==> src/logic/proc_settings.svh <==
// Processor size settings
//   Data and instruction width
//   General register count
//   Instruction and data memory depths
`ifndef PROC_SETTINGS_SVH
`define PROC_SETTINGS_SVH

// One word holds both data and instructions
`define PROC_DATA_W 16

`define PROC_REG_CNT 8

// Depths in words, powers of two
`define PROC_IMEM_DEPTH 64
`define PROC_DMEM_DEPTH 64

`endif
==> src/logic/procPkg.sv <==
// Shared processor types
//   Word, register index and memory address types
//   Opcode constants, ALU operations, forwarding selects
`default_nettype none

`include "proc_settings.svh"

package procPkg;

   typedef logic [`PROC_DATA_W-1:0] word_t;
   typedef logic [2:0] regIdx_t;
   typedef logic [$clog2(`PROC_IMEM_DEPTH)-1:0] imemAddr_t;
   typedef logic [$clog2(`PROC_DMEM_DEPTH)-1:0] dmemAddr_t;

   // Instruction field [15:12]
   typedef logic [3:0] opcode_t;
   localparam opcode_t OP_NOP  = 4'd0;
   localparam opcode_t OP_HALT = 4'd1;
   localparam opcode_t OP_ADD  = 4'd2;
   localparam opcode_t OP_SUB  = 4'd3;
   localparam opcode_t OP_AND  = 4'd4;
   localparam opcode_t OP_XOR  = 4'd5;
   localparam opcode_t OP_ADDI = 4'd6;
   localparam opcode_t OP_LBI  = 4'd7;
   localparam opcode_t OP_LD   = 4'd8;
   localparam opcode_t OP_ST   = 4'd9;
   localparam opcode_t OP_BEQZ = 4'd10;
   localparam opcode_t OP_BNEZ = 4'd11;
   localparam opcode_t OP_J    = 4'd12;

   typedef logic [1:0] aluOp_t;
   localparam aluOp_t ALU_ADD = 2'd0;
   localparam aluOp_t ALU_SUB = 2'd1;
   localparam aluOp_t ALU_AND = 2'd2;
   localparam aluOp_t ALU_XOR = 2'd3;

   typedef logic [1:0] fwdSel_t;
   localparam fwdSel_t FWD_NONE  = 2'd0;
   localparam fwdSel_t FWD_EXMEM = 2'd1;
   localparam fwdSel_t FWD_MEMWB = 2'd2;

endpackage

`default_nettype wire

==> src/logic/decode.sv <==
// Decode stage
//   Instruction decoder and 8-entry register file
//   Branch and jump resolution with its own operand bypass
//   Sticky stop and illegal-opcode error, ID/EX register
`timescale 1ns/10ps
`default_nettype none

`include "proc_settings.svh"

module decode (
   input  wire                clk,
   input  wire                rst,
   input  wire                stall,
   input  wire                ifidValid,
   input  procPkg::word_t     ifidInstr,
   input  procPkg::imemAddr_t ifidPc,
   input  wire                memwbValid,
   input  wire                memwbRegWrite,
   input  procPkg::regIdx_t   memwbRd,
   input  procPkg::word_t     memwbData,
   input  procPkg::word_t     exmemAluResult,
   input  procPkg::regIdx_t   exmemRd,
   input  wire                exmemValid,
   input  wire                exmemRegWrite,
   input  wire                exmemMemRead,
   output logic               redirect,
   output procPkg::imemAddr_t redirectPc,
   output logic               stopped,
   output logic               err,
   output procPkg::regIdx_t   idRs,
   output procPkg::regIdx_t   idRt,
   output procPkg::regIdx_t   idBranchReg,
   output logic               idUsesRs,
   output logic               idUsesRt,
   output logic               idIsBranch,
   output logic               idexValid,
   output logic               idexRegWrite,
   output logic               idexMemRead,
   output logic               idexMemWrite,
   output procPkg::aluOp_t    idexAluOp,
   output logic               idexAluSrc,
   output procPkg::regIdx_t   idexRd,
   output procPkg::regIdx_t   idexRs,
   output procPkg::regIdx_t   idexRt,
   output procPkg::word_t     idexRsVal,
   output procPkg::word_t     idexRtVal,
   output procPkg::word_t     idexImm,
   output logic               idexIsLbi
);

   procPkg::word_t regs [`PROC_REG_CNT];
   procPkg::opcode_t op;
   procPkg::regIdx_t rd;
   procPkg::word_t imm, rsVal, rtVal, rdVal, brVal, brOff, target;
   procPkg::aluOp_t aluOp;
   logic idValid, advance, wbHit;
   logic regWrite, memRead, memWrite, aluSrc, isLbi, usesRs, usesRt;
   logic isBranch, isJump, isHalt, illegal, taken;

   assign op      = ifidInstr[15:12];
   assign rd      = ifidInstr[11:9];
   assign idValid = ifidValid && !stopped;
   assign advance = idValid && !stall;

   always_comb begin
      regWrite = 1'b0;
      memRead  = 1'b0;
      memWrite = 1'b0;
      aluOp    = procPkg::ALU_ADD;
      aluSrc   = 1'b0;
      isLbi    = 1'b0;
      usesRs   = 1'b0;
      usesRt   = 1'b0;
      isBranch = 1'b0;
      isJump   = 1'b0;
      isHalt   = 1'b0;
      illegal  = 1'b0;
      imm      = procPkg::word_t'($signed(ifidInstr[5:0]));
      case (op)
         procPkg::OP_NOP: ;
         procPkg::OP_HALT: isHalt = 1'b1;
         procPkg::OP_ADD, procPkg::OP_SUB, procPkg::OP_AND, procPkg::OP_XOR: begin
            regWrite = 1'b1;
            usesRs   = 1'b1;
            usesRt   = 1'b1;
            aluOp    = procPkg::aluOp_t'(op - procPkg::OP_ADD);
         end
         procPkg::OP_ADDI: begin
            regWrite = 1'b1;
            usesRs   = 1'b1;
            aluSrc   = 1'b1;
         end
         procPkg::OP_LBI: begin
            regWrite = 1'b1;
            isLbi    = 1'b1;
            imm      = procPkg::word_t'($signed(ifidInstr[7:0]));
         end
         procPkg::OP_LD: begin
            regWrite = 1'b1;
            memRead  = 1'b1;
            usesRs   = 1'b1;
            aluSrc   = 1'b1;
         end
         procPkg::OP_ST: begin
            // Store data rides the second operand slot
            memWrite = 1'b1;
            usesRs   = 1'b1;
            usesRt   = 1'b1;
            aluSrc   = 1'b1;
         end
         procPkg::OP_BEQZ, procPkg::OP_BNEZ: isBranch = 1'b1;
         procPkg::OP_J: isJump = 1'b1;
         default: illegal = 1'b1;
      endcase
   end

   assign idRs        = ifidInstr[8:6];
   assign idRt        = (op == procPkg::OP_ST) ? rd : ifidInstr[5:3];
   assign idBranchReg = rd;
   assign idUsesRs    = idValid && usesRs;
   assign idUsesRt    = idValid && usesRt;
   assign idIsBranch  = idValid && isBranch;

   // Register file reads see a same-cycle write
   assign wbHit = memwbValid && memwbRegWrite;
   assign rsVal = (wbHit && memwbRd == idRs) ? memwbData : regs[idRs];
   assign rtVal = (wbHit && memwbRd == idRt) ? memwbData : regs[idRt];
   assign rdVal = (wbHit && memwbRd == rd) ? memwbData : regs[rd];

   // Branch register bypass from a non-load in EX/MEM
   assign brVal = (exmemValid && exmemRegWrite && !exmemMemRead && exmemRd == rd) ?
                  exmemAluResult : rdVal;

   assign taken = isJump ||
                  (isBranch && ((op == procPkg::OP_BEQZ) == (brVal == '0)));
   assign brOff = isJump ? procPkg::word_t'($signed(ifidInstr[11:0])) :
                           procPkg::word_t'($signed(ifidInstr[8:0]));
   assign target     = procPkg::word_t'(ifidPc) + procPkg::word_t'(1) + brOff;
   assign redirect   = advance && taken;
   assign redirectPc = procPkg::imemAddr_t'(target);

   always_ff @(posedge clk) begin
      if (rst) begin
         for (int i = 0; i < `PROC_REG_CNT; i++) begin
            regs[i] <= '0;
         end
      end else if (wbHit) begin
         regs[memwbRd] <= memwbData;
      end
   end

   // Sticky stop and error, cleared only by reset
   always_ff @(posedge clk) begin
      if (rst) begin
         stopped <= 1'b0;
         err     <= 1'b0;
      end else begin
         stopped <= stopped || (idValid && (isHalt || illegal));
         err     <= err || (idValid && illegal);
      end
   end

   always_ff @(posedge clk) begin
      if (rst) begin
         idexValid    <= 1'b0;
         idexRegWrite <= 1'b0;
         idexMemRead  <= 1'b0;
         idexMemWrite <= 1'b0;
      end else begin
         idexValid    <= advance && !illegal;
         idexRegWrite <= advance && regWrite;
         idexMemRead  <= advance && memRead;
         idexMemWrite <= advance && memWrite;
      end
   end

   always_ff @(posedge clk) begin
      idexAluOp  <= aluOp;
      idexAluSrc <= aluSrc;
      idexIsLbi  <= isLbi;
      idexRd     <= rd;
      idexRs     <= idRs;
      idexRt     <= idRt;
      idexRsVal  <= rsVal;
      idexRtVal  <= rtVal;
      idexImm    <= imm;
   end

endmodule

`default_nettype wire

==> src/logic/execute.sv <==
// Execute stage
//   Operand forwarding multiplexers and the ALU
//   EX/MEM pipeline register
`timescale 1ns/10ps
`default_nettype none

module execute (
   input  wire               clk,
   input  wire               rst,
   input  procPkg::fwdSel_t  fwdA,
   input  procPkg::fwdSel_t  fwdB,
   input  wire               idexValid,
   input  wire               idexRegWrite,
   input  wire               idexMemRead,
   input  wire               idexMemWrite,
   input  procPkg::aluOp_t   idexAluOp,
   input  wire               idexAluSrc,
   input  procPkg::regIdx_t  idexRd,
   input  procPkg::word_t    idexRsVal,
   input  procPkg::word_t    idexRtVal,
   input  procPkg::word_t    idexImm,
   input  wire               idexIsLbi,
   input  procPkg::word_t    memwbData,
   output logic              exmemValid,
   output logic              exmemRegWrite,
   output logic              exmemMemRead,
   output logic              exmemMemWrite,
   output procPkg::regIdx_t  exmemRd,
   output procPkg::word_t    exmemAluResult,
   output procPkg::word_t    exmemStoreData
);

   procPkg::word_t opA, opB, aluB, result;

   assign opA = (fwdA == procPkg::FWD_EXMEM) ? exmemAluResult :
                (fwdA == procPkg::FWD_MEMWB) ? memwbData : idexRsVal;
   assign opB = (fwdB == procPkg::FWD_EXMEM) ? exmemAluResult :
                (fwdB == procPkg::FWD_MEMWB) ? memwbData : idexRtVal;

   assign aluB = idexAluSrc ? idexImm : opB;

   always_comb begin
      case (idexAluOp)
         procPkg::ALU_SUB: result = opA - aluB;
         procPkg::ALU_AND: result = opA & aluB;
         procPkg::ALU_XOR: result = opA ^ aluB;
         default:          result = opA + aluB;
      endcase
      // LBI just passes its immediate
      if (idexIsLbi) begin
         result = idexImm;
      end
   end

   always_ff @(posedge clk) begin
      if (rst) begin
         exmemValid    <= 1'b0;
         exmemRegWrite <= 1'b0;
         exmemMemRead  <= 1'b0;
         exmemMemWrite <= 1'b0;
      end else begin
         exmemValid    <= idexValid;
         exmemRegWrite <= idexValid && idexRegWrite;
         exmemMemRead  <= idexValid && idexMemRead;
         exmemMemWrite <= idexValid && idexMemWrite;
      end
   end

   always_ff @(posedge clk) begin
      exmemRd        <= idexRd;
      exmemAluResult <= result;
      exmemStoreData <= opB;
   end

endmodule

`default_nettype wire

==> src/logic/fetch.sv <==
// Fetch stage
//   Program counter and instruction memory with load port
//   IF/ID pipeline register with flush on redirect
`timescale 1ns/10ps
`default_nettype none

`include "proc_settings.svh"

module fetch (
   input  wire                clk,
   input  wire                rst,
   input  wire                run,
   input  wire                stall,
   input  wire                stopped,
   input  wire                redirect,
   input  procPkg::imemAddr_t redirectPc,
   input  wire                imemWrEn,
   input  procPkg::imemAddr_t imemAddr,
   input  procPkg::word_t     imemData,
   output logic               ifidValid,
   output procPkg::word_t     ifidInstr,
   output procPkg::imemAddr_t ifidPc
);

   procPkg::word_t imem [`PROC_IMEM_DEPTH];
   procPkg::imemAddr_t pc;
   logic advance;

   assign advance = run && !stall && !stopped;

   // Program load port
   always_ff @(posedge clk) begin
      if (imemWrEn) begin
         imem[imemAddr] <= imemData;
      end
   end

   always_ff @(posedge clk) begin
      if (rst) begin
         pc        <= '0;
         ifidValid <= 1'b0;
      end else if (redirect) begin
         pc        <= redirectPc;
         ifidValid <= 1'b0;
      end else if (advance) begin
         pc        <= pc + procPkg::imemAddr_t'(1);
         ifidValid <= 1'b1;
      end else if (!stall) begin
         // Idle or stopped, so feed bubbles
         ifidValid <= 1'b0;
      end
   end

   always_ff @(posedge clk) begin
      if (advance && !redirect) begin
         ifidInstr <= imem[pc];
         ifidPc    <= pc;
      end
   end

endmodule

`default_nettype wire

==> src/logic/hazard.sv <==
// Hazard unit
//   Load-use and branch operand stall detection
//   Forwarding source selection for both execute operands
`timescale 1ns/10ps
`default_nettype none

module hazard (
   input  procPkg::regIdx_t idRs,
   input  procPkg::regIdx_t idRt,
   input  wire              idUsesRs,
   input  wire              idUsesRt,
   input  wire              idIsBranch,
   input  procPkg::regIdx_t idBranchReg,
   input  wire              idexValid,
   input  wire              idexRegWrite,
   input  wire              idexMemRead,
   input  procPkg::regIdx_t idexRd,
   input  procPkg::regIdx_t idexRs,
   input  procPkg::regIdx_t idexRt,
   input  wire              exmemValid,
   input  wire              exmemRegWrite,
   input  wire              exmemMemRead,
   input  procPkg::regIdx_t exmemRd,
   input  wire              memwbValid,
   input  wire              memwbRegWrite,
   input  procPkg::regIdx_t memwbRd,
   output logic             stall,
   output procPkg::fwdSel_t fwdA,
   output procPkg::fwdSel_t fwdB
);

   logic loadUse, branchWait, exFwd, wbFwd;

   assign loadUse = idexValid && idexMemRead &&
                    ((idUsesRs && idexRd == idRs) || (idUsesRt && idexRd == idRt));

   // Branches compare in decode, so the value must already sit in EX/MEM or later
   assign branchWait = idIsBranch &&
                       ((idexValid && idexRegWrite && idexRd == idBranchReg) ||
                        (exmemValid && exmemMemRead && exmemRd == idBranchReg));

   assign stall = loadUse || branchWait;

   assign exFwd = exmemValid && exmemRegWrite && !exmemMemRead;
   assign wbFwd = memwbValid && memwbRegWrite;

   // EX/MEM is younger and wins
   assign fwdA = (exFwd && exmemRd == idexRs) ? procPkg::FWD_EXMEM :
                 (wbFwd && memwbRd == idexRs) ? procPkg::FWD_MEMWB : procPkg::FWD_NONE;
   assign fwdB = (exFwd && exmemRd == idexRt) ? procPkg::FWD_EXMEM :
                 (wbFwd && memwbRd == idexRt) ? procPkg::FWD_MEMWB : procPkg::FWD_NONE;

endmodule

`default_nettype wire

==> src/logic/memory.sv <==
// Memory stage
//   Single-cycle data memory
//   Writeback value select and MEM/WB register
`timescale 1ns/10ps
`default_nettype none

`include "proc_settings.svh"

module memory (
   input  wire              clk,
   input  wire              rst,
   input  wire              exmemValid,
   input  wire              exmemRegWrite,
   input  wire              exmemMemRead,
   input  wire              exmemMemWrite,
   input  procPkg::regIdx_t exmemRd,
   input  procPkg::word_t   exmemAluResult,
   input  procPkg::word_t   exmemStoreData,
   output logic             memwbValid,
   output logic             memwbRegWrite,
   output procPkg::regIdx_t memwbRd,
   output procPkg::word_t   memwbData
);

   procPkg::word_t dmem [`PROC_DMEM_DEPTH];
   procPkg::dmemAddr_t addr;
   procPkg::word_t wbValue;

   // Word address from the low ALU bits
   assign addr    = procPkg::dmemAddr_t'(exmemAluResult);
   assign wbValue = exmemMemRead ? dmem[addr] : exmemAluResult;

   always_ff @(posedge clk) begin
      if (exmemValid && exmemMemWrite) begin
         dmem[addr] <= exmemStoreData;
      end
   end

   always_ff @(posedge clk) begin
      if (rst) begin
         memwbValid    <= 1'b0;
         memwbRegWrite <= 1'b0;
      end else begin
         memwbValid    <= exmemValid;
         memwbRegWrite <= exmemValid && exmemRegWrite;
      end
   end

   always_ff @(posedge clk) begin
      memwbRd   <= exmemRd;
      memwbData <= wbValue;
   end

endmodule

`default_nettype wire

==> src/logic/proc.sv <==
// Five-stage pipelined processor top level
//   Fetch, decode, execute, memory stages and the hazard unit
//   Writeback commit port plus halted and err status
`timescale 1ns/10ps
`default_nettype none

module proc (
   input  wire                clk,
   input  wire                rst,
   input  wire                run,
   input  wire                imemWrEn,
   input  procPkg::imemAddr_t imemAddr,
   input  procPkg::word_t     imemData,
   output logic               err,
   output logic               halted,
   output logic               wbEn,
   output procPkg::regIdx_t   wbReg,
   output procPkg::word_t     wbData
);

   logic stall, stopped, redirect;
   procPkg::imemAddr_t redirectPc;

   logic ifidValid;
   procPkg::word_t ifidInstr;
   procPkg::imemAddr_t ifidPc;

   procPkg::regIdx_t idRs, idRt, idBranchReg;
   logic idUsesRs, idUsesRt, idIsBranch;

   logic idexValid, idexRegWrite, idexMemRead, idexMemWrite, idexAluSrc, idexIsLbi;
   procPkg::aluOp_t idexAluOp;
   procPkg::regIdx_t idexRd, idexRs, idexRt;
   procPkg::word_t idexRsVal, idexRtVal, idexImm;

   logic exmemValid, exmemRegWrite, exmemMemRead, exmemMemWrite;
   procPkg::regIdx_t exmemRd;
   procPkg::word_t exmemAluResult, exmemStoreData;

   logic memwbValid, memwbRegWrite;
   procPkg::regIdx_t memwbRd;
   procPkg::word_t memwbData;

   procPkg::fwdSel_t fwdA, fwdB;

   fetch fetchStage (.*);

   decode decodeStage (.*);

   hazard hazardUnit (.*);

   execute executeStage (.*);

   memory memoryStage (.*);

   // Commit port straight from MEM/WB
   assign wbEn   = memwbValid && memwbRegWrite;
   assign wbReg  = memwbRd;
   assign wbData = memwbData;

   // Stopped core reports halted once the last instruction has left MEM/WB
   assign halted = stopped && !idexValid && !exmemValid && !memwbValid;

endmodule

`default_nettype wire

==> config.mk <==
export PLATFORM = sky130hd
export DESIGN_NAME = proc
export DESIGN_NICKNAME = d
export VERILOG_FILES = /design/src/logic/procPkg.sv /design/src/logic/decode.sv /design/src/logic/execute.sv /design/src/logic/fetch.sv /design/src/logic/hazard.sv /design/src/logic/memory.sv /design/src/logic/proc.sv
export VERILOG_INCLUDE_DIRS = /design/src /design/src/logic
export SDC_FILE = /design/constraint.sdc
export NUM_CORES = 2
export LEC_CHECK = 0
export BUFFER_PORTS_ARGS = -buffer_cell sky130_fd_sc_hd__buf_2
export CORE_MARGIN = 10
export CORE_UTILIZATION = 65
export CTS_BUF_LIST = sky130_fd_sc_hd__clkbuf_8
export DETAILED_ROUTE_END_ITERATION = 8
export PLACE_DENSITY = 0.81
export SYNTH_ARGS = -nofsm -noshare
export SYNTH_HDL_FRONTEND = slang
export SYNTH_SLANG_ARGS = --single-unit
==> constraint.sdc <==
create_clock -name clk -period 8.5 [get_ports clk]
set_input_delay 0.85 -clock clk [delete_from_list [all_inputs] [get_ports clk]]
set_output_delay 0.85 -clock clk [all_outputs]
set_load 0.05 [all_outputs]
==> results by stage <==
Outcome:
- The run finished with clean final reports.

Power:
- The share of total power dissipated in combinational logic is 0.218.
- The share of total power dissipated in sequential elements is 0.481.
- Summed over all nets, the switching power comes to 9.09 mW.
- IR analysis of the VDD net gives a maximum drop of 0.000253 V.
- The clock power share is 0.301.
- The leakage power of the design is 32.2 nW.
- Dividing total power by cell area gives a power density of 288 nW/um^2.
- The cell-internal power is 19.9 mW.
- The net switching share of the total power is 0.313.

Logic synthesis:
- A synthesized cell averages 18.2 um^2.
- Synthesis produced a netlist whose cell count is 4,994.
- Summing every instance area after synthesis gives 90,800 um^2.
- The top cell type by total area after synthesis is sky130_fd_sc_hd__edfxtp_1.
- The fraction of registers with async set or reset after synthesis is 0.
- After synthesis, the cell types taking the most area are sky130_fd_sc_hd__edfxtp_1 73%, sky130_fd_sc_hd__mux4_2 9.3%, sky130_fd_sc_hd__a22oi_1 3.0%, sky130_fd_sc_hd__dfxtp_1 2.8%, sky130_fd_sc_hd__nand2_1 1.1%.
- Of the post-synthesis cell area, the dominant cell type holds 0.727.
- For this run, the leading register cell type out of synthesis is sky130_fd_sc_hd__edfxtp_1.
- The number of nets handed over by synthesis was 5,060.
- For this run, the register share of the synthesized area comes to 0.754.
- The total number of yosys warnings is 0.
- The count of flip-flops with a built-in enable after synthesis is 2,198.
- The count of different cell masters after synthesis is 76.
- Counting flops and latches in the post-synthesis netlist gives 2,324.

Timing:
- The worst clock skew on the final layout is 0.0970 ns.
- Setup violations remaining at the end of the flow were counted as 0.
- The clock period minus worst slack is 5.13 ns.
- For the pin with the worst max-slew slack, the measured transition is 1.35 ns.
- Headroom to the max-slew limit came out at 0.0968.
- In the finished design, the share of the clock period the worst path needs comes to 0.603.
- The number of pins exceeding their max-slew limit in the final report is 0.
- The worst hold slack is 0.229 ns.
- Timing would allow up to 195 MHz.
- The hold violation total from the final report is 0.
- The final sum of negative setup slack is 0 ns.
- Setup repair after global routing left no endpoint under its margin.

Clocking:
- The latest clock arrival within the worst-skew pair is 1.02 ns.
- No sink is reached through more buffers than the 4 on the longest clock path.
- The root buffer cell is sky130_fd_sc_hd__clkbuf_8.
- The clock slew at the register clock pins of the worst setup and hold paths is 0.06 ns.
- Counting the buffers created by CTS gives 360.
- Post-CTS timing repair inserted 0 buffers for setup.
- The total number of clock tree sinks is 2,324.
- The number of levels the H-tree was split into is 5.
- After clock tree synthesis, the repair step resized 0 gates.
- The TritonCTS clock tree is done.
- Buffers inserted to repair hold after CTS numbered 0.

Drt:
- The post-detailed-route count of antenna-violating nets is 0.
- The met2 wire length is 112,000 um.
- Dividing the detail-routed wire length by the instance count gives 31.7 um.
- The first detailed-routing pass ran for 7 iterations.
- After detailed routing, the wire length on met1 is 81,500 um.
- The per-cell via count in the routed design is 6.99.
- The routed design has 235,000 um of wire.
- The highest routing layer actually used is met5.
- After detailed routing, the number of remaining DRC violations is 0.
- The via count is 52,000.
- For this block, the initial DRC count from the detailed router was 8,392.
- Detailed routing placed a total of 31,000 um of wire on met3.

Placed design:
- The half-perimeter wire length after placement is 135,000 um.
- During placement, the flow inserted port buffers numbering 47.
- The final weighted congestion in routability-driven placement is 0.909.
- Once placement completed, the tool counted placed cells totaling 6,807.

Floorplanning:
- In this run the vertical extent of the chip is 394 um.
- For this design the top-level I/O count stands at 48.
- Measured along the x axis, the die boundary spans 394 um.
- The initial utilization of the core area, before any placement, comes to 0.653.
- The row count is 137.
- The total core area is 139,000 um^2.
- The die area is 155,000 um^2.

Global routing:
- The global-route wire length before repair is 345,000 um.
- The initial antenna violation count is 8.
- The overall global routing resource usage is 0.300.
- The number of global-route vias before repair is 50,800.
- The largest net degree at the start of global routing is 144.
- Summed over all layers, the global routing overflow is 0.

Final layout:
- After filler insertion, the fill cell instance count of the layout stands at 7,735.
- Leaving out fill and tap cells, the most frequent cell in the layout is sky130_fd_sc_hd__edfxtp_1.
- The count of cells in the finished layout, fillers not included, comes to 7,437.
- In the layout the commonest cells are 2,198 x sky130_fd_sc_hd__edfxtp_1, 375 x sky130_fd_sc_hd__mux4_2, 374 x sky130_fd_sc_hd__clkbuf_8, 359 x sky130_fd_sc_hd__a22oi_1, 270 x sky130_fd_sc_hd__nand2_1.
- In the final layout, the share of cells above drive strength 1 is 0.208.
- Compared with the post-synthesis result, the final layout area differs by 10.8%.
- The total number of nets in the final design is 5,359.

Setup path:
- The maximum fanout along the worst path is 16.
- STA classifies the critical path endpoint as a flop.
- The required time at the endpoint of the critical path is 9.42 ns.
- Data arrives at the worst endpoint at 6.05 ns.
- The biggest cell delay along the critical path is 0.67 ns.
- Traced cell by cell, the critical path runs through xor2_1 > or4_4 > a221oi_1 > o31ai_1 > nor4_4 > nor2b_1 > nand3_1 > a2111oi_1 > nor2_1 > xnor2_1 > ha_1 > and3_1 > a211o_1 > a21oi_1 > o21bai_1 > and3_1 > nor3_1.
- The number of buffers and inverters on the critical path is 0.
- STA classifies the critical path startpoint as a flop.
- The cell class contributing the biggest share of worst-path delay is simple AND/OR/NAND/NOR gates.
- By startpoint and endpoint, the worst setup path is classified as reg -> reg.
- The cell with the largest stage delay on the worst path is sky130_fd_sc_hd__or4_4.
- Among the stages of the critical path, the cell type that occurs most often is sky130_fd_sc_hd__and3_1.

Worst hold path:
- The tightest min-delay check is of the in -> reg type.

Flow run:
- Across the run, the number of max-cap violations was 0.
[worst reg2reg max path, cell delays in order (launching register included)]
cell and delay [ns]:
sky130_fd_sc_hd__dfxtp_1 0.60, sky130_fd_sc_hd__xor2_1 0.18, sky130_fd_sc_hd__or4_4 0.67, sky130_fd_sc_hd__a221oi_1 0.45, sky130_fd_sc_hd__o31ai_1 0.27, sky130_fd_sc_hd__nor4_4 0.36
sky130_fd_sc_hd__nor2b_1 0.17, sky130_fd_sc_hd__nand3_1 0.15, sky130_fd_sc_hd__a2111oi_1 0.47, sky130_fd_sc_hd__nor2_1 0.11, sky130_fd_sc_hd__xnor2_1 0.16, sky130_fd_sc_hd__ha_1 0.38
sky130_fd_sc_hd__and3_1 0.19, sky130_fd_sc_hd__a211o_1 0.32, sky130_fd_sc_hd__a21oi_1 0.15, sky130_fd_sc_hd__o21bai_1 0.09, sky130_fd_sc_hd__and3_1 0.18, sky130_fd_sc_hd__nor3_1 0.15
[power groups by stage]
stage | Sequential [mW] | Combinational (mW) | Clock [mW]
6_report | 14.0 | 6.31 | 8.73
5_1_grt | 14.0 | 6.57 | 9.29
3_3_place_gp | 14.1 | 6.00 | 0
4_1_cts | 13.9 | 6.16 | 8.80
3_5_place_dp | 14.2 | 6.11 | 0
2_1_floorplan | 14.1 | 3.57 | 0
[cell families (layout without fill, tap and decap cells)]
kind of cell | Yosys count | after routing | share of synthesized area
buffers and inverters | 347 | 912 | 0.0146
AND/OR/NAND/NOR | 906 | 906 | 0.0485
AO/OA/AOI/OAI | 859 | 859 | 0.0688
adder cells (fa/ha/maj) | 40 | 40 | 0.00568
flip-flops | 2324 | 2324 | 0.754
XOR/XNOR | 71 | 71 | 0.00685
other | 0 | 2 | 0
multiplexers | 447 | 447 | 0.101
[registers in the layout, summed over array words and instances (netlist names), 6 cells and up]
name                         cells
executeStage.exmemStoreData     16
memoryStage.memwbData           16
fetchStage.ifidInstr            16
decodeStage.regs               128
decodeStage.idexRtVal           16
executeStage.exmemAluResult     16
fetchStage.ifidPc                6
decodeStage.idexRsVal           16
decodeStage.idexImm              8
fetchStage.pc                    6
memoryStage.dmem              1024
fetchStage.imem               1024
[metal layers]
| layer | up-vias | track usage |
|---|---|---|
| met5 | - | 0 |
| met4 | 6 | 0.123 |
| met3 | 755 | 0.0644 |
| met2 | 4375 | 0.466 |
| met1 | 25800 | 0.417 |
| li1 | 21000 | - |
[stage by stage]
stage	setup WS (ns)	power (mW)	instance area, um^2	util
final	3.37	29.0	101000	0.723
after global routing	2.93	29.8	101000	0.723
after CTS	3.43	28.9	101000	0.723
after detailed placement	3.45	20.3	94000	0.675
after global placement	3.53	20.2	94000	0.675
after floorplan	3.77	17.7	90800	-
[final cells by class]
type / count / area (um^2) / area share
antenna: 2 / 5.00 / 0.0000497
inverter: 26 / 97.6 / 0.000970
tap: 1876 / 2350 / 0.0233
clock buffer: 374 / 5150 / 0.0512
clock inverter: 254 / 1450 / 0.0144
timing repair buffer: 258 / 1880 / 0.0187
sequential: 2324 / 68600 / 0.682
multi-input combinational: 2323 / 21100 / 0.210
[cells in the mapped netlist (all sizes together) (37+ instances only)]
master and n:
a22o 58, a22oi 359, nor4 58, and2 144, ha 38, edfxtp 2198, a21oi 68, buf 79
a41oi 46, nand3 52, dfxtp 126, nand2 270, o21ai 94, xor2 37, mux4 375, a31oi 76
mux2i 58, nor2 234, clkbuf 242, a221oi 70
[final timing paths]
check,from,to,slack [ns],cells after the start
worst max-delay path,memoryStage.memwbRd[2]$_DFF_P_,executeStage.exmemAluResult[15]$_DFF_P_,3.37,17
worst min-delay path,run,fetchStage.ifidValid$_SDFFE_PP0P_,0.23,2
worst max register to register,memoryStage.memwbRd[2]$_DFF_P_,executeStage.exmemAluResult[15]$_DFF_P_,3.37,17
worst min register to register,executeStage.exmemRd[2]$_DFF_P_,memoryStage.memwbRd[2]$_DFF_P_,0.38,0
No activity file was read; power rests on OpenSTA's default activity.
